### src/include/imm_params.svh
// Width, paging and reset-vector macros for the instruction MMU; include wherever they are used
`ifndef IMM_PARAMS_SVH
`define IMM_PARAMS_SVH

//////////////////////////////////////////////////
// Datapath widths
//////////////////////////////////////////////////

// Fetch address width
`define IMM_AW 32
// MSR and TLB word width
`define IMM_DW 32
// Instruction width
`define IMM_IW 32

//////////////////////////////////////////////////
// Paging and TLB geometry
//////////////////////////////////////////////////

// Page offset bits, 8 KB pages
`define IMM_PAGE_SHIFT 13
// Direct-mapped TLB, 128 sets
`define IMM_TLB_SETS_LOG2 7

// First fetch address after reset
`define IMM_RESET_VECTOR 32'h0000_0100

`endif

### src/design/imm_pkg.sv
// Shared types of the instruction MMU; modules pull them in by a wildcard import
`default_nettype none

`include "imm_params.svh"

package imm_pkg;

   //////////////////////////////////////////////////
   // Plain vectors
   //////////////////////////////////////////////////

   typedef logic [`IMM_AW-1:0] addr_t;
   typedef logic [`IMM_IW-1:0] insn_t;
   typedef logic [`IMM_DW-1:0] word_t;

   // Page number and offset split of an address
   typedef logic [`IMM_AW-`IMM_PAGE_SHIFT-1:0] vpn_t;
   typedef logic [`IMM_AW-`IMM_PAGE_SHIFT-1:0] ppn_t;
   typedef logic [`IMM_PAGE_SHIFT-1:0] page_off_t;

   typedef logic [`IMM_TLB_SETS_LOG2-1:0] tlb_idx_t;

   //////////////////////////////////////////////////
   // TLB words
   //////////////////////////////////////////////////

   // Low word, tag side
   typedef struct packed {
      vpn_t        vpn;
      logic [11:0] rsvd;
      logic        v;
   } tlb_lo_t;

   // High word, translation and permissions
   typedef struct packed {
      ppn_t       ppn;
      logic [3:0] rsvd1;
      logic       s;
      logic [2:0] rsvd0;
      logic       rx;
      logic       ux;
      logic [1:0] rsvdp;
      logic       p;
   } tlb_hi_t;

   // Software access port of one TLB half
   typedef struct packed {
      tlb_idx_t idx;
      logic     we;
      word_t    data;
   } tlb_wr_t;

   // Accepted fetch with its mode bits
   typedef struct packed {
      addr_t addr;
      logic  imme;
      logic  rm;
   } fetch_req_t;

   // One-deep command stage
   typedef enum logic {
      CMD_EMPTY,
      CMD_HELD
   } ctrl_state_t;

endpackage

`default_nettype wire

### src/design/imm_pc_track.sv
// Tracks the address of the instruction at the output and of the next one; used by imm_top
`timescale 1ns/10ps
`default_nettype none

`include "imm_params.svh"

module imm_pc_track
   import imm_pkg::*;
(
   input  wire   clk,
   input  wire   rst_n,
   input  wire   tlb_read,
   input  wire   ibus_fire,
   input  wire   flush_req,
   input  addr_t cmd_addr,
   output addr_t out_id,
   output addr_t out_id_nxt
);

   addr_t id_load;

   // Flush takes the presented address directly
   assign id_load = flush_req ? cmd_addr : out_id_nxt;

   always_ff @(posedge clk or negedge rst_n) begin
      if (!rst_n) begin
         out_id_nxt <= `IMM_RESET_VECTOR - 32'd4;
         out_id     <= `IMM_RESET_VECTOR;
      end else begin
         // Next address follows the TLB read
         if (tlb_read) begin
            out_id_nxt <= cmd_addr;
         end
         // Current address follows the data handshake
         if (ibus_fire | flush_req) begin
            out_id <= id_load;
         end
      end
   end

endmodule

`default_nettype wire

### config.mk
export PLATFORM = sky130hd
export DESIGN_NAME = imm_pc_track
export DESIGN_NICKNAME = d
export VERILOG_FILES = /design/src/design/imm_pkg.sv /design/src/design/imm_pc_track.sv
export VERILOG_INCLUDE_DIRS = /design/src /design/src/include
export SDC_FILE = /design/constraint.sdc
export NUM_CORES = 1
export LEC_CHECK = 0
export BUFFER_PORTS_ARGS = -buffer_cell sky130_fd_sc_hd__buf_2
export CAP_MARGIN = 20
export CELL_PAD_IN_SITES_DETAIL_PLACEMENT = 2
export CELL_PAD_IN_SITES_GLOBAL_PLACEMENT = 2
export CORE_MARGIN = 2
export CORE_UTILIZATION = 32
export DETAILED_ROUTE_END_ITERATION = 6
export PLACE_DENSITY_LB_ADDON = 0.15
export SETUP_SLACK_MARGIN = 0.05
export SLEW_MARGIN = 20
export SYNTH_ARGS = -nofsm -noshare
export SYNTH_HDL_FRONTEND = slang
export SYNTH_SLANG_ARGS = --single-unit
### constraint.sdc
create_clock -name clk -period 0.9 [get_ports clk]
set_input_delay 0.045 -clock clk [delete_from_list [all_inputs] [get_ports clk]]
set_output_delay 0.045 -clock clk [all_outputs]
set_load 0.05 [all_outputs]
; ---- Yosys cells after proc, flatten, opt, wreduce, memory -nomap -nowiden
; Index checks and enable logic that the tools add are counted.
[totals]
register_bits = 64
inputBits = 37
output_inout_bits = 64
elab_cells = 4
[classes]
n_mux = 1
n_bitwise = 1
[op_table]
columns = cell, n
row1 = 32-bit 2-to-1 mux, 1
row2 = 1-bit bitwise OR, 1

; ---- Longest topological paths before layout
[logic_depth]
depth_word = 1
ltp_mapped = 4
ltp_nobuf = 2

; ---- Worst setup path after synthesis
; Ideal clock, no wire load.
[synth_path]
path_kind = register to register
startpoint = register out_id_nxt[10] (netlist name)
endpoint = register out_id_nxt[10]
setup_ps = 125
t_arrival_ps = 881
required_time_ps = 775
slack_ps = -106
path_stages_with_launch = 2
n_path_buf = 0
synth_period_minus_slack_ps = 1006
cell_sequence = dfrtp_1 -> mux2_4
[synth_lines]
columns = item, line_no
row1 = end signal: assignment, imm_pc_track.sv:27  ; out_id_nxt <= `IMM_RESET_VECTOR - 32'd4;
row2 = end signal: assignment, imm_pc_track.sv:32  ; out_id_nxt <= cmd_addr;
row3 = end: declaration, imm_pc_track.sv:17  ; output addr_t out_id_nxt

; ---- Worst setup path in the final report
[layout_path]
startpoint = register out_id_nxt[7]
endpoint = output out_id_nxt[7]
; No word-level cell between the ends.

==> reports/results.txt <==
status = complete, but fails checks
failing checks = negative setup slack
hold path start = flush_req
die area = 0.00973 mm²
Final WS setup = -195 ps
Clock Tree Buf Depth = 2
Reg area = 0.00167 mm²
post-synth cell types = 14
Remaining DRCs = 0
register area share after synthesis = 56.2%
crit path buf inv count = 1
Final period util = 122%
core area = 0.00872 mm²
starting density of the core = 32.9%
RR Startpoint = out_id_nxt[2]
Area contributors post-synth = dfrtp_1 (50%), mux2_4 (16%), mux2i_1 (11%)
clock latency on the worst-skew pair = 350 ps
initial antenna violation count = 0
Critical Path RT = 850 ps
first-pass GRT wire length = 15,600 µm
vias in the first global route = 2,748
DP HPWL = 5170 µm
final hold vios = 0
CTS tree = built
mean post-synth cell area = 13.8 µm²
H-tree depth = 3
CP max stage delay = 560 ps
Lkg Pwr = 2.34 nW
Setup Viol. Count Final = 102
Slew Limit Fails = 0
antenna diode count = 0
Post-Route Skew = 14.2 ps
pin count of the biggest net entering global routing = 65
post-synth top area share = 49.8%
Sink Count = 64
hold_ws = 128 ps
total gr overflow = 0
root buf cell = clkbuf_8
Layout Nets = 423
synth warn = 0
Hold EP = out_id[8]
Post-Syn Nets = 244
drt via density = 4.74
critical-path cell list = buf_8
critical path arrival = 1050 ps
fillers = 793
Worst slew margin = 75.8%
crit path launch type = flop
register bit total from synthesis = 64
most common cell after layout, fill and taps aside = buf_6
# IOs = 101
Area after DPL = 0.00353 mm²
GPL Wtd Cong = 0.689
Period minus WS final = 1100 ps
Num CTS Buffers = 9
Tot GR Track Use = 20.9%
CP delay by family, top = flip-flops
Reg2Reg Setup Slack = -140 ps
routed vias = 2,367
Chip Height = 98.6 µm
synthesized cell area = 0.00287 mm²
RR Endpoint = out_id[2]
# rows = 34
Clock Pin Slew Worst Setup and Hold Paths = 70 ps
largest area contributor in the netlist = dfrtp_1
layout cells sized above 1 = 68.5%
Pwr Total = 9.55 mW
DRT iter0 DRCs = 64
drt first pass iters = 4
P&R area growth vs syn = 75.2%
fmax = 0.913 GHz
unrepaired setup endpoints after global routing = yes
Worst path slowest cell = dfstp_2
worst reg-to-reg path cell count = 4
Buffers on Ports = 100
Routed Antenna Nets = 0
WL final = 10,500 µm
Hold Crit Depth = 3
drt wl/cell = 21.1 µm
Hold Crit Class = in -> reg
Max Cap Violations = 0
VDD IR max = 0.000749 V
Max FO, Critical Path = 3
Pwr per Cell Area = 1900 mW/mm²
Die Wd = 98.6 µm
crit end category = output port
Worst-Margin Slew = 363 ps
most frequent cells in the layout = buf_6 (88), dfrtp_2 (51), buf_2 (36), dlygate4sd3_1 (33), nand2_1 (32)
Multi-input gate area = 0.00117 mm²
Crit Path Category = reg -> out
Cells after Synth = 207
cell area after layout = 0.00502 mm²
[metal layers]
| metal | global-route usage (%) | wire length (µm) | vias to the layer above | part of all wire [%] |
|---|---|---|---|---|
| met5 | 0 | 0 | - | 0 |
| met1 | 25.3 | 4200 | 1211 | 40 |
| met4 | 6.32 | 146 | 0 | 1.4 |
| li1 | - | - | 1071 | - |
| met2 | 37.8 | 5820 | 71 | 55 |
| met3 | 3.90 | 368 | 14 | 3.5 |
[Yosys cell counts]
| cell type | instances |
|---|---|
| dfrtp_1 | 57 |
| mux2i_1 | 32 |
| nand2_1 | 32 |
| mux2_4 | 30 |
| o21ai_1 | 29 |
| dfstp_2 | 7 |
| buf_12 | 6 |
| buf_2 | 5 |
| buf_6 | 2 |
| mux2_2 | 2 |
| o21ai_0 | 2 |
| buf_4 | 1 |
| clkbuf_1 | 1 |
| o21ai_2 | 1 |
[state kept, by name, indices dropped and copies added, names as in the netlist]
name and count:
out_id_nxt 32, out_id 32
[power breakdown]
part / internal (mW) / total (mW) / switching [mW]
Sequential: 3.24 / 3.54 / 0.296
Clock: 1.50 / 2.67 / 1.17
Combinational: 1.52 / 3.35 / 1.83
Total: 6.26 / 9.55 / 3.29
[worst reg2reg max path: cells and delay by family, from the launching register on]
family	cells	cell delay, ps
multiplexers	1	60
AO/OA/AOI/OAI	1	150
buffers and inverters	2	210
flip-flops	1	560
[what timing repair did]
action / in CTS / in global routing
setup endpoints to repair: 64 / 121
setup buffers: 28 / 14
pin swaps: 18 / 22
gates resized for setup: 159 / 26
hold buffers: 33 / 0
endpoints found under the hold margin: 121 / 0
[per-stage QoR]
step / std cells / setup TNS (ps) / utilization, % / setup slack, ps
after floorplan: 207 / -1110 / - / -83.4
after global placement: 408 / 0 / 40.5 / 62.8
after detailed placement: 408 / 0 / 40.5 / 33.4
after CTS: 485 / -6150 / 55.0 / -222
after global routing: 499 / -9540 / 57.6 / -226
final: 499 / -6320 / 57.6 / -195
[cell families (layout without fill, tap and decap cells)]
logic type	Yosys count	in the layout	share of synthesized area [%]
buf+inv	15	199	6.24
compound gates	32	32	5.72
flops	64	64	56.2
simple gates	32	32	4.19
mux	64	64	27.7
[area by class of cell]
cell class | count | area share [%]
timing repair buffer | 183 | 36.6
sequential | 64 | 33.3
multi-input combinational | 128 | 23.2
clock buffer | 13 | 3.36
tap | 108 | 2.69
clock inverter | 3 | 0.797
[how the worst max path moves through the flow]
stage / start / cells past startpoint / slack [ps] / endpoint
after global placement: out_id_nxt[3] / 1 / 60 / out_id_nxt[3]
after floorplan: out_id_nxt[2] / 2 / -80 / out_id[2]
after CTS: out_id_nxt[4] / 1 / -220 / out_id_nxt[4]
after global routing: out_id_nxt[4] / 1 / -230 / out_id_nxt[4]
final: out_id_nxt[7] / 1 / -200 / out_id_nxt[7]
after detailed placement: tlb_read / 3 / 30 / out_id_nxt[31]
(Power assumes the default switching activity.)
