[config.mk]
export PLATFORM = sky130hd
export DESIGN_NAME = imm_translate
export DESIGN_NICKNAME = d
export VERILOG_FILES = /design/src/design/imm_pkg.sv /design/src/design/imm_translate.sv
export VERILOG_INCLUDE_DIRS = /design/src /design/src/include
export SDC_FILE = /design/constraint.sdc
export NUM_CORES = 1
export LEC_CHECK = 0
export BUFFER_PORTS_ARGS = -buffer_cell sky130_fd_sc_hd__buf_2
export CAP_MARGIN = 5
export CORE_MARGIN = 5
export CORE_UTILIZATION = 40
export DETAILED_ROUTE_END_ITERATION = 8
export PLACE_DENSITY = 0.82
export SLEW_MARGIN = 20
export SYNTH_ARGS = -nofsm -noshare
export SYNTH_HDL_FRONTEND = slang
export SYNTH_SLANG_ARGS = --single-unit
[constraint.sdc]
create_clock -name clk -period 2 [get_ports clk]
set_clock_uncertainty 0.2 [all_clocks]
set_input_delay 0.3 -clock clk [delete_from_list [all_inputs] [get_ports clk]]
set_output_delay 0.3 -clock clk [all_outputs]
set_load 0.02 [all_outputs]
[src/include/imm_params.svh]
// Width, paging and reset-vector macros for the instruction MMU; include wherever they are used
`ifndef IMM_PARAMS_SVH
`define IMM_PARAMS_SVH

//////////////////////////////////////////////////
// Datapath widths
//////////////////////////////////////////////////

// Fetch address width
`define IMM_AW 32
// MSR and TLB word width
`define IMM_DW 32
// Instruction width
`define IMM_IW 32

//////////////////////////////////////////////////
// Paging and TLB geometry
//////////////////////////////////////////////////

// Page offset bits, 8 KB pages
`define IMM_PAGE_SHIFT 13
// Direct-mapped TLB, 128 sets
`define IMM_TLB_SETS_LOG2 7

// First fetch address after reset
`define IMM_RESET_VECTOR 32'h0000_0100

`endif

[src/design/imm_pkg.sv]
// Shared types of the instruction MMU; modules pull them in by a wildcard import
`default_nettype none

`include "imm_params.svh"

package imm_pkg;

   //////////////////////////////////////////////////
   // Plain vectors
   //////////////////////////////////////////////////

   typedef logic [`IMM_AW-1:0] addr_t;
   typedef logic [`IMM_IW-1:0] insn_t;
   typedef logic [`IMM_DW-1:0] word_t;

   // Page number and offset split of an address
   typedef logic [`IMM_AW-`IMM_PAGE_SHIFT-1:0] vpn_t;
   typedef logic [`IMM_AW-`IMM_PAGE_SHIFT-1:0] ppn_t;
   typedef logic [`IMM_PAGE_SHIFT-1:0] page_off_t;

   typedef logic [`IMM_TLB_SETS_LOG2-1:0] tlb_idx_t;

   //////////////////////////////////////////////////
   // TLB words
   //////////////////////////////////////////////////

   // Low word, tag side
   typedef struct packed {
      vpn_t        vpn;
      logic [11:0] rsvd;
      logic        v;
   } tlb_lo_t;

   // High word, translation and permissions
   typedef struct packed {
      ppn_t       ppn;
      logic [3:0] rsvd1;
      logic       s;
      logic [2:0] rsvd0;
      logic       rx;
      logic       ux;
      logic [1:0] rsvdp;
      logic       p;
   } tlb_hi_t;

   // Software access port of one TLB half
   typedef struct packed {
      tlb_idx_t idx;
      logic     we;
      word_t    data;
   } tlb_wr_t;

   // Accepted fetch with its mode bits
   typedef struct packed {
      addr_t addr;
      logic  imme;
      logic  rm;
   } fetch_req_t;

   // One-deep command stage
   typedef enum logic {
      CMD_EMPTY,
      CMD_HELD
   } ctrl_state_t;

endpackage

`default_nettype wire

[src/design/imm_translate.sv]
// Address translation and exception flags for the fetch at the icache port; used by imm_top
`timescale 1ns/10ps
`default_nettype none

module imm_translate
   import imm_pkg::*;
(
   input  wire     clk,
   input  wire     rst_n,
   input  wire     tlb_read,
   input  wire     icache_fire,
   input  addr_t   cmd_addr,
   input  wire     psr_imme,
   input  wire     psr_rm,
   input  tlb_lo_t tlb_lo,
   input  tlb_hi_t tlb_hi,
   output addr_t   icache_cmd_addr,
   output logic    tlb_miss,
   output logic    page_fault
);

   fetch_req_t req_r;
   vpn_t       req_vpn;
   page_off_t  req_off;
   ppn_t       ppn;
   logic       perm_denied;
   logic       miss_nxt;
   logic       fault_nxt;

   // Request sampled together with the TLB read
   always_ff @(posedge clk) begin
      if (tlb_read) begin
         req_r <= '{addr: cmd_addr, imme: psr_imme, rm: psr_rm};
      end
   end

   assign {req_vpn, req_off} = req_r.addr;
   assign ppn = tlb_hi.ppn;

   // Translated or pass-through address
   assign icache_cmd_addr = req_r.imme ? {ppn, req_off} : req_r.addr;

   //////////////////////////////////////////////////
   // Exceptions
   //////////////////////////////////////////////////

   // Supervisor needs rx, user needs ux
   assign perm_denied = req_r.rm ? ~tlb_hi.rx : ~tlb_hi.ux;

   assign miss_nxt  = req_r.imme & ~(tlb_lo.v & (tlb_lo.vpn == req_vpn));
   // Fault only on a hit, keeps the flags exclusive
   assign fault_nxt = req_r.imme & ~miss_nxt & perm_denied;

   // Flags follow the command icache has taken
   always_ff @(posedge clk or negedge rst_n) begin
      if (!rst_n) begin
         tlb_miss   <= 1'b0;
         page_fault <= 1'b0;
      end else if (icache_fire) begin
         tlb_miss   <= miss_nxt;
         page_fault <= fault_nxt;
      end
   end

endmodule

`default_nettype wire

# After elaboration in Yosys (flattened, before gate mapping)
# Index checks and enable logic that the tools add are counted.
[word_totals]
register_bits = 36
inputBits = 102
out_inout_bits = 34
word_cells = 16
[op_classes]
eq_ne = 1
muxes = 2
n_bitwise = 8
[op_table]
columns = ["cell", "count"]
rows = [
  ["two-way mux 32 bit", 1],
  ["equality test 19 bit", 1],
  ["bitwise AND 1 bit", 4],
  ["NOT 1 bit", 4],
  ["two-way mux 1 bit", 1],
]

# Depth between registers and ports, before layout
[logic_depth]
depth_word = 7
depth_mapped = 4
mapped_depth_nobuf = 4

# Worst setup path before layout
# No wires, ideal clock.
[synth_timing]
kind = "reg2out"
start = "register req_r[1] (netlist bit)"
end = "output icache_cmd_addr[13]"
arrival_ns = 0.934
t_required_ns = 1.500
path_slack_ns = 0.566
stages_incl_launch_ff = 3
n_path_buf = 1
path_cell_list = "edfxtp_1 -> buf_2 -> mux2_2"
[synth_between]
elab_chain_len = 1
[synth_lines]
columns = ["element", "line_no", "text"]
rows = [
  ["start, declared", "imm_translate.sv:22", "fetch_req_t req_r;"],
  ["start signal, assigned", "imm_translate.sv:33", "req_r <= '{addr: cmd_addr, imme: psr_imme, rm: psr_rm};"],
  ["two-way mux 32 bit", "imm_translate.sv:41", "assign icache_cmd_addr = req_r.imme ? {ppn, req_off} : req_r.addr;"],
  ["end, declared", "imm_translate.sv:17", "output addr_t icache_cmd_addr,"],
]
# Every way passes these cells.

# Final worst setup path
[layout_timing]
start = "register req_r[1] (netlist bit)"
end = "output icache_cmd_addr[27]"
# The elaborated chain is that of the path after synthesis.

==> metrics.log <==
[metrics] remaining design rule violation count: 0
[metrics] area added between synthesis and finish: 59.6%
[metrics] leading cell type in the layout, fill and taps excluded: sky130_fd_sc_hd__buf_2
[metrics] post-CTS setup buffer count: 0
[metrics] achievable frequency: 526 MHz
[metrics] DR vias/cell: 4.59
[metrics] number of placed I/O pins: between 100 and 150
[metrics] number of CTS-inserted buffers: 5
[metrics] row count: 23
[metrics] first-pass GRT wire length: 6780 um
[metrics] share of cells above drive strength 1: between 50% and 60%
[metrics] commonest non-fill, non-tap cells in the layout: sky130_fd_sc_hd__buf_2 (112), sky130_fd_sc_hd__dlygate4sd3_1 (35), sky130_fd_sc_hd__edfxtp_1 (34)
[metrics] required time reported for the critical path endpoint: 1.50 ns
[metrics] peak fanout along the critical path: 15
[metrics] leading register cell type out of synthesis: sky130_fd_sc_hd__edfxtp_1
[metrics] status: finished clean
[metrics] number of diodes: 0
[metrics] number of global-route vias before repair: approximately 1.5k
[metrics] data arrival time of the critical path: 1.40 ns
[metrics] number of stages on the worst setup path: 3
[metrics] Async S/R FF share, synth: between 5 and 6%
[metrics] adder-cell share of the synthesized area: 0%
[metrics] maximum capacitance violations: 0
[metrics] maximum clock path buffer count: 2
[metrics] leakage power summed over all cells: 1.15 nW
[metrics] Final Total Pwr: between 0.0015 and 0.002 W
[metrics] Syn Nets: approximately 200
[metrics] clock tree from TritonCTS: yes
[metrics] number of antenna violations at the first check in global routing: 0
[metrics] Power Density: about 700 mW/mm2
[metrics] worst setup slack for register-to-register paths: 0.51 ns
[metrics] RSZ-0062 raised after global routing: no
[metrics] Layout Nets: between 300 and 400
[metrics] wire length after detailed routing: between 4000 and 5000 um
[metrics] Starting Density: a little over 40%
[metrics] clock slew at the register clock pins of the worst setup and hold paths: around 0.07 ns
[metrics] final worst-path cycle share: between 90 and 100%
[metrics] cell family with most CP delay: buffers and inverters
[metrics] Min Clock Period, post-route: about 1.9 ns
[metrics] aggregate global routing overflow: 0
[metrics] HP Class: in2async
[metrics] count of flip-flops with a built-in enable after synthesis: 34
[metrics] post-synthesis mux area share: around 14%
[metrics] clock sink count: 36
[metrics] number of buffers and inverters on the critical path: 2
[metrics] count of mapped cells out of synthesis: just over 100
[metrics] average size of a mapped cell: 16.2 um2
[metrics] Max stage delay on crit path: about 0.37 ns
[metrics] parity-gate share of the synthesized area counting xor and xnor cells: between 10% and 20%
[metrics] cell with the largest stage delay on the worst path: sky130_fd_sc_hd__mux2_2
[metrics] Fillers: 287
[metrics] type of the setup path with the least slack: reg2out
[metrics] Setup-failing EPs final: 0
[metrics] Worst setup startpoint: req_r[1]$_DFFE_PP_
[metrics] end of the critical path: icache_cmd_addr[27]
[metrics] # port buffers: around 110
[metrics] worst reg2reg path startpoint: req_r[31]$_DFFE_PP_
[metrics] Routed wire per std cell: 15.4 um
[metrics] Floorplan Core Area: approximately 0.004 mm2
[metrics] Chip Height: roughly 74 um
[metrics] floorplan die width: about 74 um
[metrics] maximum vdd drop: approximately 0.00046 V
[metrics] number of H-tree levels: 2
[metrics] final hold slack: between 0.1 and 0.15 ns
[metrics] detailed-routing iteration count for the pre-antenna-repair pass: 4
[metrics] post-synthesis sequential element count: 36
[metrics] final instance area: between 0.002 and 0.003 mm2
[metrics] placed cell count: 252
[metrics] sum of negative setup slack: 0 ns
[metrics] die area: around 0.0055 mm2
[metrics] area of placed instances: about 0.0022 mm2
[metrics] terminus of the critical flop-to-flop path: page_fault$_DFFE_PN0P_
[metrics] chain of cells forming the critical path: buf_4, mux2_2, buf_2
[metrics] post-route antenna net violation count: 0
[metrics] routed via count: between 1k and 1.5k
[metrics] final weighted congestion in routability-driven placement: between 0.7 and 0.8
[metrics] clk_lat worst skew: around 0.28 ns
[metrics] share of synthesized area occupied by flip-flops and latches: roughly 65%
[metrics] area fraction in and, or, nand and nor cells after synthesis: under 10%
[metrics] element type at the critical path end: primary output
[metrics] final instance count without filler cells: 295
[metrics] count of yosys warnings during synthesis: 0
[metrics] Clock Tree Root: sky130_fd_sc_hd__clkbuf_8
[metrics] max_slew headroom: just under 80%
[metrics] largest net degree at the start of global routing: 22
[metrics] transition time at the pin with the least slew margin: roughly 0.35 ns
[metrics] number of DRC violations after detailed-routing iteration 0: 25
[metrics] sequential cell area: ~0.0011 mm2
[metrics] compound-cell area share of the yosys netlist: less than 1%
[metrics] area of combinational cells with multiple inputs: 474 um2
[metrics] unique cell type count in the Yosys netlist: 16
[metrics] Worst Reg-to-Reg Cells: 4
[metrics] area of the mapped netlist: ~0.0017 mm2
[metrics] nature of the critical path startpoint: flop
[metrics] final max-slew violation count: 0
[metrics] final hold violation count: 0
[metrics] combinational family with the most area after synthesis: multiplexers
[metrics] All-Layer GR Usage: between 15 and 20%
==> worst min-delay path by stage <==
stage               depth (start not counted)   startpoint                     end  slack [ns]
floorplan                                   0        rst_n  page_fault$_DFFE_PN0P_       -0.20
CTS                                         1  cmd_addr[4]    req_off[4]$_DFFE_PP_       0.007
global placement                            1        rst_n  page_fault$_DFFE_PN0P_       -0.11
detailed placement                          1        rst_n    tlb_miss$_DFFE_PN0P_       -0.11
finish                                      2        rst_n  page_fault$_DFFE_PN0P_        0.13
global route                                2        rst_n  page_fault$_DFFE_PN0P_        0.14
==> area by class of cell <==
type	count	share of cell area [%]
tap	50	2.37
sequential	36	40.6
clock buffer	6	2.75
clock inverter	2	0.427
timing repair buffer	150	35.9
multi-input combinational	51	18.0
==> cells in the mapped netlist, types with 2 or more instances <==
| cell | instances | share of area, % |
|---|---|---|
| sky130_fd_sc_hd__nand4_1 | 4 | 1.5 |
| sky130_fd_sc_hd__dfrtp_1 | 2 | 3.0 |
| sky130_fd_sc_hd__mux2_2 | 19 | 13 |
| sky130_fd_sc_hd__edfxtp_1 | 34 | 62 |
| sky130_fd_sc_hd__buf_4 | 13 | 5.9 |
| sky130_fd_sc_hd__buf_2 | 2 | 0.61 |
| sky130_fd_sc_hd__xnor2_1 | 17 | 9.0 |
| sky130_fd_sc_hd__xor2_1 | 2 | 1.1 |
| sky130_fd_sc_hd__mux2i_1 | 2 | 1.2 |
==> power breakdown <==
group          switching (W)  internal (W)  leakage (nW)
clock               0.000246      0.000241        0.0388
combinational       0.000199      0.000220         0.750
sequential         0.0000289      0.000891         0.358
total               0.000474       0.00135          1.15
==> sequential cells by signal, indices dropped and copies added (netlist names) <==
| name | flops |
|---|---|
| page_fault | 1 |
| req_off | 13 |
| tlb_miss | 1 |
| req_r | 21 |
==> what timing repair did <==
action / 4_1_cts / 5_1_grt
resized for setup: 0 / 0
hold buffers: 34 / 1
hold endpoints to repair: 35 / 1
==> cells by family (layout without fill, tap and decap cells) <==
logic type,count (synthesis),after routing
AOI/OAI and AO/OA,2,2
and+or+nand+nor,9,9
muxes,21,21
DFF,36,36
buffers and inverters,15,158
xor gates and xnor gates,19,19
==> per-stage QoR <==
stage	setup WS [ns]	utilization [%]
CTS	0.0839	65.7
detailed placement	0.407	55.1
global route	0.0325	65.9
finish	0.0981	65.9
global placement	0.417	55.1
floorplan	0.566	-
==> routing by layer <==
| layer | GRT usage (%) | wire [um] | vias up |
|---|---|---|---|
| met5 | 0 | 0 | - |
| met4 | 6.92 | 77 | 0 |
| met3 | 9.05 | 632 | 6 |
| met2 | 28.3 | 2270 | 85 |
| met1 | 17.6 | 1570 | 617 |
| li1 | - | - | 647 |
Power figures use the tool's default switching activity.
