==> src/include/imm_params.svh <==
// Width, paging and reset-vector macros for the instruction MMU; include wherever they are used
`ifndef IMM_PARAMS_SVH
`define IMM_PARAMS_SVH

//////////////////////////////////////////////////
// Datapath widths
//////////////////////////////////////////////////

// Fetch address width
`define IMM_AW 32
// MSR and TLB word width
`define IMM_DW 32
// Instruction width
`define IMM_IW 32

//////////////////////////////////////////////////
// Paging and TLB geometry
//////////////////////////////////////////////////

// Page offset bits, 8 KB pages
`define IMM_PAGE_SHIFT 13
// Direct-mapped TLB, 128 sets
`define IMM_TLB_SETS_LOG2 7

// First fetch address after reset
`define IMM_RESET_VECTOR 32'h0000_0100

`endif

==> src/design/imm_pkg.sv <==
// Shared types of the instruction MMU; modules pull them in by a wildcard import
`default_nettype none

`include "imm_params.svh"

package imm_pkg;

   //////////////////////////////////////////////////
   // Plain vectors
   //////////////////////////////////////////////////

   typedef logic [`IMM_AW-1:0] addr_t;
   typedef logic [`IMM_IW-1:0] insn_t;
   typedef logic [`IMM_DW-1:0] word_t;

   // Page number and offset split of an address
   typedef logic [`IMM_AW-`IMM_PAGE_SHIFT-1:0] vpn_t;
   typedef logic [`IMM_AW-`IMM_PAGE_SHIFT-1:0] ppn_t;
   typedef logic [`IMM_PAGE_SHIFT-1:0] page_off_t;

   typedef logic [`IMM_TLB_SETS_LOG2-1:0] tlb_idx_t;

   //////////////////////////////////////////////////
   // TLB words
   //////////////////////////////////////////////////

   // Low word, tag side
   typedef struct packed {
      vpn_t        vpn;
      logic [11:0] rsvd;
      logic        v;
   } tlb_lo_t;

   // High word, translation and permissions
   typedef struct packed {
      ppn_t       ppn;
      logic [3:0] rsvd1;
      logic       s;
      logic [2:0] rsvd0;
      logic       rx;
      logic       ux;
      logic [1:0] rsvdp;
      logic       p;
   } tlb_hi_t;

   // Software access port of one TLB half
   typedef struct packed {
      tlb_idx_t idx;
      logic     we;
      word_t    data;
   } tlb_wr_t;

   // Accepted fetch with its mode bits
   typedef struct packed {
      addr_t addr;
      logic  imme;
      logic  rm;
   } fetch_req_t;

   // One-deep command stage
   typedef enum logic {
      CMD_EMPTY,
      CMD_HELD
   } ctrl_state_t;

endpackage

`default_nettype wire

==> src/design/imm_fetch_ctrl.sv <==
// Command stage FSM and flush handling between fetch unit and icache; instantiated by imm_top
`timescale 1ns/10ps
`default_nettype none

module imm_fetch_ctrl
   import imm_pkg::*;
(
   input  wire  clk,
   input  wire  rst_n,
   input  wire  cmd_valid,
   output logic cmd_ready,
   input  wire  icache_cmd_ready,
   output logic icache_cmd_valid,
   input  wire  flush_req,
   output logic flush_ack,
   output logic tlb_read,
   output logic icache_fire
);

   ctrl_state_t state_r;
   ctrl_state_t state_nxt;
   logic        up_r;
   logic        flush_hold_r;
   logic        flush_strobe;
   logic        held;
   logic        leave;

   //////////////////////////////////////////////////
   // Flush strobe
   //////////////////////////////////////////////////

   // Icache took a command while flushing
   // so the same flush must not cancel the next one
   assign flush_strobe = flush_req & ~flush_hold_r;

   //////////////////////////////////////////////////
   // Command stage
   //////////////////////////////////////////////////

   assign held  = (state_r == CMD_HELD);
   // Held command goes to icache or is dropped
   assign leave = held & (icache_cmd_ready | flush_strobe);

   // Bypassing stage, accepts while the held one leaves
   assign cmd_ready = up_r & (~held | icache_cmd_ready | flush_strobe);
   assign tlb_read  = cmd_valid & cmd_ready;

   // Strobe cancels the request to icache
   assign icache_cmd_valid = held & ~flush_strobe;
   assign icache_fire      = icache_cmd_valid & icache_cmd_ready;

   // Flush done once the new command is taken
   assign flush_ack = tlb_read & ~flush_strobe;

   always_comb begin
      state_nxt = state_r;
      if (tlb_read) begin
         state_nxt = CMD_HELD;
      end else if (leave) begin
         state_nxt = CMD_EMPTY;
      end
   end

   always_ff @(posedge clk or negedge rst_n) begin
      if (!rst_n) begin
         state_r      <= CMD_EMPTY;
         up_r         <= 1'b0;
         flush_hold_r <= 1'b0;
      end else begin
         state_r      <= state_nxt;
         // Ready opens one cycle out of reset
         up_r         <= 1'b1;
         flush_hold_r <= held & icache_cmd_ready & flush_req;
      end
   end

endmodule

`default_nettype wire

==> config.mk <==
export PLATFORM = sky130hd
export DESIGN_NAME = imm_fetch_ctrl
export DESIGN_NICKNAME = d
export VERILOG_FILES = /design/src/design/imm_pkg.sv /design/src/design/imm_fetch_ctrl.sv
export VERILOG_INCLUDE_DIRS = /design/src /design/src/include
export SDC_FILE = /design/constraint.sdc
export NUM_CORES = 1
export LEC_CHECK = 0
export BUFFER_PORTS_ARGS = -buffer_cell sky130_fd_sc_hd__buf_2
export CORE_AREA = 5 5 42 44
export CTS_CLUSTER_DIAMETER = 200
export DETAILED_ROUTE_END_ITERATION = 6
export DIE_AREA = 0 0 47 49
export REMOVE_ABC_BUFFERS = 1
export SKIP_CTS_REPAIR_TIMING = 1
export SYNTH_ARGS = -nofsm -noshare
export SYNTH_HDL_FRONTEND = slang
export SYNTH_SLANG_ARGS = --single-unit
export TNS_END_PERCENT = 30
==> constraint.sdc <==
create_clock -name clk -period 0.8 [get_ports clk]
set_input_delay 0.04 -clock clk [delete_from_list [all_inputs] [get_ports clk]]
set_output_delay 0.04 -clock clk [all_outputs]
set_load 0.01 [all_outputs]
After elaboration in Yosys (flattened, before gate mapping)
Index checks and enable logic that the tools add are counted.
Operators by class
  reductions and logical operators: 1
  bitwise operators: 15
  muxes and demuxes: 2
Operator list (count)
  AND 1 bit: 9
  inverter 1 bit: 3
  OR 1 bit: 3
  two-way mux 1 bit: 2
  nonzero test 2 bit: 1
Storage, ports and cells
  output and inout port bits: 5
  flip-flop bits (word level): 3

Logic depth before layout (Yosys ltp)
  depth after elaboration: 6
  depth in mapped cells: 2
  gate-level depth less buffers: 2

Worst setup path after synthesis
No wires, ideal clock.
  path kind: register -> output
  from: reg state_r, in the netlist held
  to: out flush_ack
  arrival: 811 ps
  data required time: 760 ps
  path slack: -51 ps
  stages on the path, launching flop included: 3
  cells stage by stage: dfrtp_1 nor2b_4 nor3b_1
On the way
  word-level cells in the longest chain between the ends: 6
Ends and longest elaborated chain
  start: declaration: line imm_fetch_ctrl.sv:20  | ctrl_state_t state_r;
  start signal: assignment: line imm_fetch_ctrl.sv:70  | state_r <= state_nxt;
  inverter 1 bit: line imm_fetch_ctrl.sv:45  | assign cmd_ready = up_r & (~held | icache_cmd_ready | flush_strobe);
  OR 1 bit (2 in series): line imm_fetch_ctrl.sv:45
  AND 1 bit: line imm_fetch_ctrl.sv:45
  AND 1 bit: line imm_fetch_ctrl.sv:46  | assign tlb_read = cmd_valid & cmd_ready;
  AND 1 bit: line imm_fetch_ctrl.sv:53  | assign flush_ack = tlb_read & ~flush_strobe;
  end: declaration: line imm_fetch_ctrl.sv:15  | output logic flush_ack,
No other way between the ends.

Worst setup path after layout
  from: reg flush_hold_r
  to: out icache_fire
On the way
  word-level cells in the longest chain between the ends: 5
Ends and longest elaborated chain
  start: declaration: line imm_fetch_ctrl.sv:23  | logic flush_hold_r;
  start signal: assignment: line imm_fetch_ctrl.sv:73  | flush_hold_r <= held & icache_cmd_ready & flush_req;
  inverter 1 bit: line imm_fetch_ctrl.sv:34  | assign flush_strobe = flush_req & ~flush_hold_r;
  AND 1 bit: line imm_fetch_ctrl.sv:34
  inverter 1 bit: line imm_fetch_ctrl.sv:49  | assign icache_cmd_valid = held & ~flush_strobe;
  AND 1 bit: line imm_fetch_ctrl.sv:49
  AND 1 bit: line imm_fetch_ctrl.sv:50  | assign icache_fire = icache_cmd_valid & icache_cmd_ready;
  end: declaration: line imm_fetch_ctrl.sv:17  | output logic icache_fire
No other way between the ends.

==> impl_table.tex <==
\begin{tabular}{lr}
\hline
Metric & Value \\
\hline
\multicolumn{2}{l}{\textbf{Run status}} \\
Outcome & finished, violations left \\
Violations in the final reports & setup timing \\
\multicolumn{2}{l}{\textbf{Clock tree}} \\
Num CTS Buffers & 3 \\
Clock tree from TritonCTS & yes \\
Clk slew on worst S/H paths & 0.04 ns \\
Buffer type at the clock tree root & sky130\_fd\_sc\_hd\_\_clkbuf\_4 \\
Longest Clk Path Bufs & 2 \\
Max H-tree Level & 1 \\
Sink count of the clock tree & 3 \\
Clock Latency Late Sink & 0.23 ns \\
\multicolumn{2}{l}{\textbf{Critical path}} \\
Buffering stage count on the worst path with inverters included & 1 \\
Top cell family by delay on the critical path & simple AND/OR/NAND/NOR gates \\
Data arrival time of the critical path & 1.07 ns \\
Data required time of the worst path & 0.76 ns \\
Max FO, Critical Path & 6 \\
Delay of the slowest critical-path stage & 0.35 ns \\
Type of the setup path with the least slack & register to primary output \\
Reg2Reg Capture Point & held\$\_DFFE\_PN0P\_ \\
Critical path capture point type & primary output \\
Crit Reg-Reg Startpoint & held\$\_DFFE\_PN0P\_ \\
Chain of cells forming the critical path & nand2b\_4 > and3\_2 > buf\_6 \\
Element type at the critical path start & register \\
Critical-path cell with the highest stage delay & sky130\_fd\_sc\_hd\_\_dfrtp\_1 \\
Cell depth of the worst flop-to-flop path & 2 \\
Stages on the worst setup path & 3 \\
Reg2reg setup slack & -0.04 ns \\
\multicolumn{2}{l}{\textbf{Place}} \\
Placed cell area & 226 sq um \\
Count of port buffers added during placement & 9 \\
Global placer's final weighted congestion & 0.610 \\
\multicolumn{2}{l}{\textbf{Routing}} \\
Post-detailed-route via-to-cell ratio & 3.50 \\
Count of routing violations after the opening detailed-route iteration & 2 \\
Number of DRC violations after detailed routing & 0 \\
Aggregate routed wire length & 384 um \\
Detail Route Antenna Nets & 0 \\
First drt pass iteration count & 3 \\
Routed WL per cell & 8.73 um \\
Routed via count & 154 \\
\multicolumn{2}{l}{\textbf{STA}} \\
Final hold vios & 0 \\
Crit share post-route & 1.39 \\
Clock Skews & 0.00269 ns \\
Summed negative setup slack over all endpoints & -1.45 ns \\
Slew Viols, Final & 0 \\
Count of final setup violators & 6 \\
Highest clock rate & 0.902 GHz \\
Tmin final & 1.11 ns \\
Setup repair after global routing missed its margin & true \\
Min setup slack post-route & -0.308 ns \\
\multicolumn{2}{l}{\textbf{Global routing}} \\
Grt met1 use & 0.0376 \\
Met2 demand-to-capacity share in global routing & 0.0543 \\
Most used routing layer in global routing & met4 \\
Vias in the first global route & 159 \\
Number of antenna violations at the first check in global routing & 0 \\
Remaining Overflow, GRT & 0 \\
Pin count of the biggest net entering global routing & 7 \\
GR Layer Usage met3 & 0.0443 \\
Global-route wire length before repair & 621 um \\
Global-route total usage across every layer & 0.0459 \\
\multicolumn{2}{l}{\textbf{Layout}} \\
P\&R area growth vs syn & 73.6\% \\
Final \#Nets & 34 \\
Ratio of cells with drive above 1 in the final layout & 0.643 \\
Count of inserted antenna diode cells & 0 \\
Total non-filler cell area in the finished layout & 280 sq um \\
\multicolumn{2}{l}{\textbf{Worst hold path}} \\
Startpoint of the most critical hold path & cmd\_valid \\
Worst min path class & input port to register \\
Hold Path Cell Cnt & 2 \\
Endpoint with the worst hold slack & held\$\_DFFE\_PN0P\_ \\
\multicolumn{2}{l}{\textbf{Floorplanning}} \\
Effective utilization at floorplan & 0.115 \\
Height of the chip & 49 um \\
I/O Pins & 10 \\
CORE AREA & 0.00140 sq mm \\
Die area & 0.00230 sq mm \\
Standard-cell row count & 14 \\
Width of the die & 47 um \\
\multicolumn{2}{l}{\textbf{Logic synthesis}} \\
Synthesized instance count & 14 \\
Post-Syn Area per Cell & 11.5 sq um \\
Sequential area share after synthesis & 0.465 \\
Synthesis warning total & 0 \\
Number of library cell types mapped by synthesis & 11 \\
Post-synthesis register bit count & 3 \\
Summed instance area of the synthesized netlist & 161 sq um \\
\multicolumn{2}{l}{\textbf{Power}} \\
Total power per unit cell area & 1850 mW/mm\^{}2 \\
LEAKAGE & 0.141 nW \\
Worst VDD drop & 0.266 mV \\
\multicolumn{2}{l}{\textbf{Job}} \\
Max-capacitance violation count & 0 \\
\hline
\end{tabular}
==> per-stage QoR <==
step | setup slack (ns) | hold slack, ns | util | instances | power [mW]
floorplan | -0.0508 | -0.256 | - | 14 | 0.206
CTS | -0.327 | -0.414 | 0.180 | 43 | 0.518
detailed placement | -0.0697 | -0.162 | 0.162 | 39 | 0.239
global placement | -0.0638 | -0.162 | 0.162 | 39 | 0.238
global route | -0.359 | 0.0754 | 0.200 | 44 | 0.557
finish | -0.308 | 0.0618 | 0.200 | 44 | 0.517
==> placed cells by master (no fill, tap or decap) <==
cell type / count
sky130_fd_sc_hd__nand2b_4: 1
sky130_fd_sc_hd__nand2_1: 1
sky130_fd_sc_hd__and2_2: 1
sky130_fd_sc_hd__dfrtp_1: 3
sky130_fd_sc_hd__a21oi_1: 1
sky130_fd_sc_hd__dlygate4sd3_1: 1
sky130_fd_sc_hd__clkbuf_4: 3
sky130_fd_sc_hd__buf_6: 2
sky130_fd_sc_hd__nor2b_4: 1
sky130_fd_sc_hd__a21boi_1: 1
sky130_fd_sc_hd__nor3b_2: 1
sky130_fd_sc_hd__buf_2: 7
sky130_fd_sc_hd__a22o_1: 1
sky130_fd_sc_hd__conb_1: 1
sky130_fd_sc_hd__clkbuf_1: 1
sky130_fd_sc_hd__and3_2: 2
==> synth_stat cells (all sizes together) <==
library cell | number | area (sq um)
nand2 | 1 | 3.75
nand2b | 1 | 13.8
conb | 1 | 3.75
a21oi | 1 | 5.00
nor3b | 1 | 7.51
nor2b | 1 | 13.8
a21boi | 1 | 7.51
and2 | 1 | 7.51
a22o | 1 | 8.76
and3 | 2 | 15.0
dfrtp | 3 | 75.1
==> cells by family (layout without fill, tap and decap cells) <==
logic type	Yosys count	after routing	synth area share
AND/OR/NAND/NOR	7	7	0.380
buffers and inverters	0	14	0
flip-flops	3	3	0.465
AO/OA/AOI/OAI	3	3	0.132
other	1	1	0.0232
==> metal layers <==
metal	wire length, um	vias up	share of wire
li1	-	74	-
met1	117	73	0.30
met2	213	7	0.55
met3	54	0	0.14
met4	0	0	0
met5	0	-	0
==> how the worst max path moves through the flow <==
stage | start | endpoint | slack [ns]
CTS | held$_DFFE_PN0P_ | flush_ack | -0.33
global route | held$_DFFE_PN0P_ | flush_ack | -0.36
detailed placement | flush_hold_r$_DFF_PN0_ | icache_fire | -0.07
global placement | held$_DFFE_PN0P_ | flush_ack | -0.06
finish | flush_hold_r$_DFF_PN0_ | icache_fire | -0.31
floorplan | held$_DFFE_PN0P_ | flush_ack | -0.05
==> power by group <==
group | switching [mW] | internal (mW)
Combinational | 0.0367 | 0.0472
Clock | 0.0804 | 0.187
Sequential | 0.00513 | 0.161
==> worst reg2reg max path: stages (launching register included) <==
cell	delay (ns)
sky130_fd_sc_hd__dfrtp_1	0.39
sky130_fd_sc_hd__nor2b_4	0.15
sky130_fd_sc_hd__a22o_1	0.19
==> layout make-up <==
type                       count  area [sq um]
sequential                     3          75.1
multi-input combinational     11          91.3
timing repair buffer          10          67.6
tap                           16          20.0
fill                         167          1120
clock buffer                   4          26.3
==> registers in the layout, summed over array words and instances, names as in the netlist <==
register / count
flush_hold_r: 1
held: 1
up_r: 1
(Power assumes the default switching activity.)
